File: src/design/periph_pkg.sv
package periph_pkg;

    // Bus geometry.
    localparam int DATA_W = 32;
    localparam int ADDR_W = 12;

    // Channel base codes, compared against address bits 11:8.
    localparam logic [3:0] PWM0_BASE = 4'd1;
    localparam logic [3:0] PWM1_BASE = 4'd2;

    // Word offsets in address bits 7:2.
    localparam logic [5:0] REG_MODE       = 6'd0;
    localparam logic [5:0] REG_DIVIDER    = 6'd1;
    localparam logic [5:0] REG_DUTY       = 6'd2;
    localparam logic [5:0] REG_BRIGHTNESS = 6'd3;

    // Register values after reset.
    localparam logic [31:0] MODE_RST    = 32'd0;      // Disabled with polarity 0.
    localparam logic [31:0] DIVIDER_RST = 32'd100000; // 1 kHz at a 100 MHz clock.
    localparam logic [31:0] DUTY_RST    = 32'd50000;  // Half of the default period.
    localparam logic [31:0] BRIGHT_RST  = 32'd128;

    // Brightness that passes the duty through unchanged.
    localparam logic [7:0] BRIGHT_UNITY = 8'd128;

    typedef logic [1:0] axi_resp_t;

    localparam axi_resp_t RESP_OKAY = 2'b00;

endpackage
File: src/design/periph_top.sv
`timescale 1ns/1ns

module periph_top #(
    parameter int DATA_W = periph_pkg::DATA_W,
    parameter int ADDR_W = periph_pkg::ADDR_W
) (
    input  logic                  S_AXI_ACLK,
    input  logic                  S_AXI_ARESETN,

    input  logic [ADDR_W-1:0]     s_axi_awaddr,
    input  logic                  s_axi_awvalid,
    output logic                  s_axi_awready,

    input  logic [DATA_W-1:0]     s_axi_wdata,
    input  logic [DATA_W/8-1:0]   s_axi_wstrb,
    input  logic                  s_axi_wvalid,
    output logic                  s_axi_wready,

    output periph_pkg::axi_resp_t s_axi_bresp,
    output logic                  s_axi_bvalid,
    input  logic                  s_axi_bready,

    input  logic [ADDR_W-1:0]     s_axi_araddr,
    input  logic                  s_axi_arvalid,
    output logic                  s_axi_arready,

    output logic [DATA_W-1:0]     s_axi_rdata,
    output periph_pkg::axi_resp_t s_axi_rresp,
    output logic                  s_axi_rvalid,
    input  logic                  s_axi_rready,

    output logic                  pwm_out0,
    output logic                  pwm_out1
);

    logic              wr_en;
    logic [ADDR_W-1:0] wr_addr;
    logic [DATA_W-1:0] wr_data;
    logic [ADDR_W-1:0] rd_addr;
    logic [DATA_W-1:0] rd_data;
    logic [DATA_W-1:0] rd_data0;
    logic [DATA_W-1:0] rd_data1;

    assign rd_data = rd_data0 | rd_data1; // Unselected banks return zero.

    axi_lite_slave #(
        .DATA_W (DATA_W),
        .ADDR_W (ADDR_W)
    ) u_axi_lite_slave (
        .S_AXI_ACLK    (S_AXI_ACLK),
        .S_AXI_ARESETN (S_AXI_ARESETN),
        .s_axi_awaddr  (s_axi_awaddr),
        .s_axi_awvalid (s_axi_awvalid),
        .s_axi_awready (s_axi_awready),
        .s_axi_wdata   (s_axi_wdata),
        .s_axi_wstrb   (s_axi_wstrb),
        .s_axi_wvalid  (s_axi_wvalid),
        .s_axi_wready  (s_axi_wready),
        .s_axi_bresp   (s_axi_bresp),
        .s_axi_bvalid  (s_axi_bvalid),
        .s_axi_bready  (s_axi_bready),
        .s_axi_araddr  (s_axi_araddr),
        .s_axi_arvalid (s_axi_arvalid),
        .s_axi_arready (s_axi_arready),
        .s_axi_rdata   (s_axi_rdata),
        .s_axi_rresp   (s_axi_rresp),
        .s_axi_rvalid  (s_axi_rvalid),
        .s_axi_rready  (s_axi_rready),
        .wr_en         (wr_en),
        .wr_addr       (wr_addr),
        .wr_data       (wr_data),
        .rd_en         (),
        .rd_addr       (rd_addr),
        .rd_data       (rd_data)
    );

    pwm_regs #(
        .BASE   (periph_pkg::PWM0_BASE),
        .DATA_W (DATA_W),
        .ADDR_W (ADDR_W)
    ) u_pwm_regs0 (
        .S_AXI_ACLK    (S_AXI_ACLK),
        .S_AXI_ARESETN (S_AXI_ARESETN),
        .wr_en         (wr_en),
        .wr_addr       (wr_addr),
        .wr_data       (wr_data),
        .rd_addr       (rd_addr),
        .rd_data       (rd_data0),
        .pwm_out       (pwm_out0)
    );

    pwm_regs #(
        .BASE   (periph_pkg::PWM1_BASE),
        .DATA_W (DATA_W),
        .ADDR_W (ADDR_W)
    ) u_pwm_regs1 (
        .S_AXI_ACLK    (S_AXI_ACLK),
        .S_AXI_ARESETN (S_AXI_ARESETN),
        .wr_en         (wr_en),
        .wr_addr       (wr_addr),
        .wr_data       (wr_data),
        .rd_addr       (rd_addr),
        .rd_data       (rd_data1),
        .pwm_out       (pwm_out1)
    );

endmodule

File: src/design/pwm_regs.sv
`timescale 1ns/1ns

module pwm_regs #(
    parameter logic [3:0] BASE   = periph_pkg::PWM0_BASE,
    parameter int          DATA_W = 32,
    parameter int          ADDR_W = 12
) (
    input  logic              S_AXI_ACLK,
    input  logic              S_AXI_ARESETN,
    input  logic              wr_en,
    input  logic [ADDR_W-1:0] wr_addr,
    input  logic [DATA_W-1:0] wr_data,
    input  logic [ADDR_W-1:0] rd_addr,
    output logic [DATA_W-1:0] rd_data,
    output logic              pwm_out
);

    logic [DATA_W-1:0] mode;
    logic [DATA_W-1:0] divider;
    logic [DATA_W-1:0] duty;
    logic [DATA_W-1:0] brightness;
    logic              wr_hit;
    logic              rd_hit;

    assign wr_hit = wr_en && (wr_addr[11:8] == BASE);
    assign rd_hit = (rd_addr[11:8] == BASE);

    always_ff @(posedge S_AXI_ACLK or negedge S_AXI_ARESETN) begin
        if (!S_AXI_ARESETN) begin
            mode       <= DATA_W'(periph_pkg::MODE_RST);
            divider    <= DATA_W'(periph_pkg::DIVIDER_RST);
            duty       <= DATA_W'(periph_pkg::DUTY_RST);
            brightness <= DATA_W'(periph_pkg::BRIGHT_RST);
        end else if (wr_hit) begin
            case (wr_addr[7:2])
                periph_pkg::REG_MODE:       mode       <= wr_data;
                periph_pkg::REG_DIVIDER:    divider    <= wr_data;
                periph_pkg::REG_DUTY:       duty       <= wr_data;
                periph_pkg::REG_BRIGHTNESS: brightness <= wr_data;
                default: ; // Writes to unknown offsets are dropped.
            endcase
        end
    end

    // An unselected bank returns zero so that the top level can OR the banks together.
    always_comb begin
        rd_data = '0;
        if (rd_hit) begin
            case (rd_addr[7:2])
                periph_pkg::REG_MODE:       rd_data = mode;
                periph_pkg::REG_DIVIDER:    rd_data = divider;
                periph_pkg::REG_DUTY:       rd_data = duty;
                periph_pkg::REG_BRIGHTNESS: rd_data = brightness;
                default:                    rd_data = '0;
            endcase
        end
    end

    pwm_generator #(
        .CNT_W (DATA_W)
    ) u_pwm_generator (
        .S_AXI_ACLK    (S_AXI_ACLK),
        .S_AXI_ARESETN (S_AXI_ARESETN),
        .enable        (mode[0]),
        .polarity      (mode[1]),
        .divider       (divider),
        .duty          (duty),
        .brightness    (brightness[7:0]),
        .pwm_out       (pwm_out)
    );

endmodule

File: src/design/pwm_generator.sv
`timescale 1ns/1ns

module pwm_generator #(
    parameter int CNT_W = 32
) (
    input  logic             S_AXI_ACLK,
    input  logic             S_AXI_ARESETN,
    input  logic             enable,
    input  logic             polarity,
    input  logic [CNT_W-1:0] divider,
    input  logic [CNT_W-1:0] duty,
    input  logic [7:0]       brightness,
    output logic             pwm_out
);

    logic [CNT_W-1:0] cnt;
    logic [CNT_W-1:0] div_q;
    logic [CNT_W-1:0] thr_q;
    logic [CNT_W-1:0] div_eff;
    logic [CNT_W+7:0] product;
    logic [CNT_W+7:0] scaled;
    logic [CNT_W-1:0] thr_next;
    logic             wrap;

    assign div_eff = (divider == '0) ? CNT_W'(1) : divider; // A zero divider acts as one.

    // Brightness is a fraction of BRIGHT_UNITY, so 128 leaves the duty as it is.
    assign product = (CNT_W + 8)'(duty) * (CNT_W + 8)'(brightness);
    assign scaled  = product / (CNT_W + 8)'(periph_pkg::BRIGHT_UNITY);

    // A threshold above the period would only mean always active.
    assign thr_next = (scaled > (CNT_W + 8)'(div_eff)) ? div_eff : scaled[CNT_W-1:0];

    // While disabled the counter sits at the wrap point and the shadows follow the registers.
    assign wrap = !enable || (cnt >= div_q - CNT_W'(1));

    always_ff @(posedge S_AXI_ACLK or negedge S_AXI_ARESETN) begin
        if (!S_AXI_ARESETN) begin
            cnt   <= '0;
            div_q <= CNT_W'(1); // Forces a reload on the first cycle.
            thr_q <= '0;
        end else if (wrap) begin
            cnt   <= '0;
            div_q <= div_eff;
            thr_q <= thr_next;
        end else begin
            cnt <= cnt + CNT_W'(1);
        end
    end

    always_ff @(posedge S_AXI_ACLK or negedge S_AXI_ARESETN) begin
        if (!S_AXI_ARESETN) begin
            pwm_out <= 1'b0;
        end else if (!enable) begin
            pwm_out <= polarity; // Idle level.
        end else begin
            pwm_out <= (cnt < thr_q) ? !polarity : polarity;
        end
    end

endmodule

File: src/design/axi_lite_slave.sv
`timescale 1ns/1ns

module axi_lite_slave #(
    parameter int DATA_W = 32,
    parameter int ADDR_W = 12
) (
    input  logic                  S_AXI_ACLK,
    input  logic                  S_AXI_ARESETN,

    input  logic [ADDR_W-1:0]     s_axi_awaddr,
    input  logic                  s_axi_awvalid,
    output logic                  s_axi_awready,

    input  logic [DATA_W-1:0]     s_axi_wdata,
    input  logic [DATA_W/8-1:0]   s_axi_wstrb,
    input  logic                  s_axi_wvalid,
    output logic                  s_axi_wready,

    output periph_pkg::axi_resp_t s_axi_bresp,
    output logic                  s_axi_bvalid,
    input  logic                  s_axi_bready,

    input  logic [ADDR_W-1:0]     s_axi_araddr,
    input  logic                  s_axi_arvalid,
    output logic                  s_axi_arready,

    output logic [DATA_W-1:0]     s_axi_rdata,
    output periph_pkg::axi_resp_t s_axi_rresp,
    output logic                  s_axi_rvalid,
    input  logic                  s_axi_rready,

    output logic                  wr_en,
    output logic [ADDR_W-1:0]     wr_addr,
    output logic [DATA_W-1:0]     wr_data,
    output logic                  rd_en,
    output logic [ADDR_W-1:0]     rd_addr,
    input  logic [DATA_W-1:0]     rd_data
);

    logic wr_accept;
    logic rd_accept;
    logic wr_start;
    logic rd_start;

    // A new write needs both channels valid and no response still waiting.
    assign wr_start = s_axi_awvalid && s_axi_wvalid && !s_axi_bvalid && !wr_accept;

    // Reads wait until the previous data has been taken.
    assign rd_start = s_axi_arvalid && !s_axi_rvalid && !rd_accept;

    // The acceptance cycle is also the strobe cycle on the register bus.
    assign s_axi_awready = wr_accept;
    assign s_axi_wready  = wr_accept;
    assign wr_en         = wr_accept;

    assign s_axi_arready = rd_accept;
    assign rd_en         = rd_accept;

    assign s_axi_bresp = periph_pkg::RESP_OKAY; // Writes always succeed.
    assign s_axi_rresp = periph_pkg::RESP_OKAY;

    always_ff @(posedge S_AXI_ACLK or negedge S_AXI_ARESETN) begin
        if (!S_AXI_ARESETN) begin
            wr_accept <= 1'b0;
            rd_accept <= 1'b0;
        end else begin
            wr_accept <= wr_start; // Pulses for one cycle because wr_start drops while it is high.
            rd_accept <= rd_start;
        end
    end

    // Address and data are stable while valid is high, so they are taken a cycle early.
    always_ff @(posedge S_AXI_ACLK) begin
        if (wr_start) begin
            wr_addr <= s_axi_awaddr;
            wr_data <= s_axi_wdata;
        end
    end

    always_ff @(posedge S_AXI_ACLK) begin
        if (rd_start) begin
            rd_addr <= s_axi_araddr; // Held until the next read is accepted.
        end
    end

    always_ff @(posedge S_AXI_ACLK or negedge S_AXI_ARESETN) begin
        if (!S_AXI_ARESETN) begin
            s_axi_bvalid <= 1'b0;
        end else if (wr_en) begin
            s_axi_bvalid <= 1'b1;
        end else if (s_axi_bready) begin
            s_axi_bvalid <= 1'b0;
        end
    end

    always_ff @(posedge S_AXI_ACLK or negedge S_AXI_ARESETN) begin
        if (!S_AXI_ARESETN) begin
            s_axi_rvalid <= 1'b0;
        end else if (rd_en) begin
            s_axi_rvalid <= 1'b1;
        end else if (s_axi_rready) begin
            s_axi_rvalid <= 1'b0;
        end
    end

    // The banks decode rd_addr combinationally, so rd_data is ready in the strobe cycle.
    always_ff @(posedge S_AXI_ACLK) begin
        if (rd_en) begin
            s_axi_rdata <= rd_data;
        end
    end

endmodule

File: config.mk
export PLATFORM = sky130hd
export DESIGN_NAME = periph_top
export DESIGN_NICKNAME = d
export VERILOG_FILES = /design/src/design/periph_pkg.sv /design/src/design/periph_top.sv /design/src/design/pwm_regs.sv /design/src/design/pwm_generator.sv /design/src/design/axi_lite_slave.sv
export SDC_FILE = /design/constraint.sdc
export NUM_CORES = 2
export LEC_CHECK = 0
export ABC_AREA = 0
export ABC_CLOCK_PERIOD_IN_PS = 20800
export BUFFER_PORTS_ARGS = -buffer_cell sky130_fd_sc_hd__buf_4
export CAP_MARGIN = 0
export CORE_MARGIN = 4
export CORE_UTILIZATION = 60
export CTS_CLUSTER_SIZE = 24
export DETAILED_ROUTE_END_ITERATION = 10
export PLACE_DENSITY = 0.77
export SETUP_SLACK_MARGIN = 0.1
export SLEW_MARGIN = 20
export SYNTH_ARGS = -nofsm -noshare
export SYNTH_HDL_FRONTEND = slang
export SYNTH_SLANG_ARGS = --single-unit
File: constraint.sdc
create_clock -name S_AXI_ACLK -period 20.8 [get_ports S_AXI_ACLK]
set_input_delay 2.08 -clock S_AXI_ACLK [delete_from_list [all_inputs] [get_ports S_AXI_ACLK]]
set_output_delay 2.08 -clock S_AXI_ACLK [all_outputs]
set_load 0.02 [all_outputs]
==> flow_summary.toml <==
[global_route]
grt_use_total_pct = 28.8
first_global_vias = 32100
global_route_wire_length_before_repair_um = 177000
grt_start_max_net_pins = 149
overflow = 0
grt_antenna_before_repair = 1

[layout]
layout.cell_area.non_filler_um2 = 46600
num-nets-final = 4934
fillerInstances = 5570
area.growth.synth_to_final_pct = 8.19
drive_above_1_share_pct = 13.3

[die]
num_io_pins = 110
fp_rows = 98
design.die.area_um2 = 76200
die_w_um = 276
core_um2 = 71400
dieHeight_um = 276
start_util_pct = 60.4

[timing]
period_minus_slack_ns = 9.54
setup_repair_after_global_routing_missed_its_margin = "false"
tns_ns = 0
finalHoldViolCount = 0
max_slew.worst_pin.slew_ns = 1.11
slew_violations = 0
finClkSkew_ns = 0.0270
final.period_utilization_pct = 45.9
slew-limit-headroom_pct = 25.8
finalSetupViolCount = 0
clock.fmax_mhz = 105

[placed_design]
dpl.hpwl_um = 79700
placement.io_buffers = 97
dpl_cell_area_um2 = 44600
routabilityCongestion = 0.908

[critical_path]
critical_path_required_ns = 21.34
crit_path_frequent_cell = "fa_1"
critical-path-max-stage-delay_ns = 0.98
worst_setup_path_end_kind = "register"
worst_path_fanout_max = 64
worst_ep_arrival_time_ns = 10.09
timing.critical_path.from_type = "register"
timing.reg2reg.worst_path_depth = 27
critical_path_class = "register to register"
critical_path.slowest_cell = "dfstp_2"

[job]
timing.max_cap.violations = 0

[clock_network]
cts_tree = "yes"
cts.hold.buffers_added = 0
cts.reportedPaths.clkPinSlew_ns = 0.06
ctsLongestPathBuffers = 3
h-tree-depth = 2
clock_sinks = 538
post-cts-setup-buffer-count = 0
insertion_delay_ns = 0.65
cts_resized = 0
cts_made_buffers = 60
root_buffer = "clkbuf_16"

[yosys]
synthArstFlopShare_pct = 84.4
mappedNetlistArea_um2 = 43100
synth-seq-cells = 538
seq_area_frac_synth_pct = 32.3
synthesis.instances = 4193
synth_top_cells_by_count = "500 x inv_1, 426 x dfrtp_1, 400 x and2_1"
dominantRegCellSynth = "dfrtp_1"
yosysTopAreaCellShare_pct = 24.7
yosys.cell_count.top_type = "inv_1"
yosys_warnings = 0
mean_area_per_synthesized_cell_um2 = 10.3
synth_area_leaders = "dfrtp_1 25%, fa_1 17%, ha_1 8.9%"
netlist.top_cell.by_area = "dfrtp_1"
synth_enable_flop_cells = 84
synth_cell_types = 86

[run_status]
outcome = "complete, no violations"

[route]
detail_route.wl_per_cell_um = 21.1
detailedRoute.firstPassIterationCount = 5
via_count = 31400
dr.first_iter.drc_count = 2586
detail_route.vias_per_cell = 6.04
drc_violations_left = 0
wl_um = 110000
final_antenna_net_count = 0

[hold_path]
whs_path_depth = 1
hold_path.class = "register to register"

[power]
fin_total_pwr_mw = 2.37
cellLeakagePower_nw = 22.9
max-vdd-ir-drop_v = 0.0000650
power_density_nw_per_um2 = 50.8
[report_power, final]
| part | internal [mW] | total [mW] | switching [mW] |
|---|---|---|---|
| clock | 0.613 | 1.07 | 0.456 |
| sequential | 1.09 | 1.12 | 0.0233 |
| combinational | 0.0689 | 0.184 | 0.115 |
[cells by family after synthesis]
| kind of cell | after synthesis | share of synthesized area (%) |
|---|---|---|
| simple gates | 1206 | 14.8 |
| mux | 287 | 7.40 |
| buf+inv | 692 | 6.15 |
| other cells | 1 | 0.00870 |
| compound gates | 625 | 10.2 |
| xor+xnor | 178 | 3.62 |
| fa+ha+maj | 666 | 25.6 |
| flops | 538 | 32.3 |
[path summary, 6_finish.rpt]
path / from / to / slack [ns]
worst max-delay path: u_pwm_regs0.brightness[7] / u_pwm_regs0.u_pwm_generator.thr_q[0] / 11.26
worst min-delay path: u_pwm_regs0.mode[3] / u_pwm_regs0.mode[3] / 0.51
min in group asynchronous: S_AXI_ARESETN / u_pwm_regs0.u_pwm_generator.cnt[27] / 1.46
max in group asynchronous: S_AXI_ARESETN / u_pwm_regs0.duty[9] / 16.46
worst max register to register: u_pwm_regs0.brightness[7] / u_pwm_regs0.u_pwm_generator.thr_q[0] / 11.26
worst min register to register: u_pwm_regs0.mode[3] / u_pwm_regs0.mode[3] / 0.51
[routing by layer]
layer	share of wire [%]	global-route usage, %	vias to the layer above
met5	0	0	-
met4	4.0	10.5	0
met3	9.2	6.93	235
met2	45	43.5	1213
met1	42	40.9	15800
li1	-	-	14200
[area by class of cell]
cell class / instances / area (µm²) / area share [%]
Tap cell: 950 / 1190 / 2.55
Antenna cell: 2 / 5.00 / 0.0107
Timing Repair Buffer: 135 / 1050 / 2.24
Sequential cell: 538 / 13900 / 29.9
Clock inverter: 29 / 251 / 0.539
Multi-Input combinational cell: 2966 / 26600 / 57.1
Inverter: 500 / 1880 / 4.02
Clock buffer: 85 / 1720 / 3.68
[critical path, delay by kind of cell (launching register included)]
kind	cells	cell delay, ns
AND/OR/NAND/NOR	9	2.93
adder cells (fa/ha/maj)	6	2.83
AO/OA/AOI/OAI	7	1.97
flip-flops	1	0.98
buffers and inverters	4	0.51
XOR/XNOR	1	0.19
[per-stage QoR]
| stage | worst slack [ns] | hold slack, ns | instances | util [%] |
|---|---|---|---|---|
| finish | 11.26 | 0.507 | 5205 | 65.4 |
| global route | 10.78 | 0.515 | 5203 | 65.4 |
| CTS | 11.09 | 0.508 | 5202 | 65.3 |
| detailed placement | 11.19 | 0.494 | 5088 | 62.6 |
| global placement | 11.20 | 0.488 | 5088 | 62.6 |
| floorplan | 13.26 | 0.458 | 4196 | - |
[placed cells by master (no fill, tap or decap), types with 98 or more instances in the layout]
master and instances:
nand2_1 283, buf_4 132, fa_1 358, and2_1 400, inv_1 500, ha_1 308
o21ai_0 117, dfrtp_1 419, xnor2_1 98, a21oi_1 121, mux2_2 255, nor2_1 178
No activity file was read; power rests on OpenSTA's default activity.
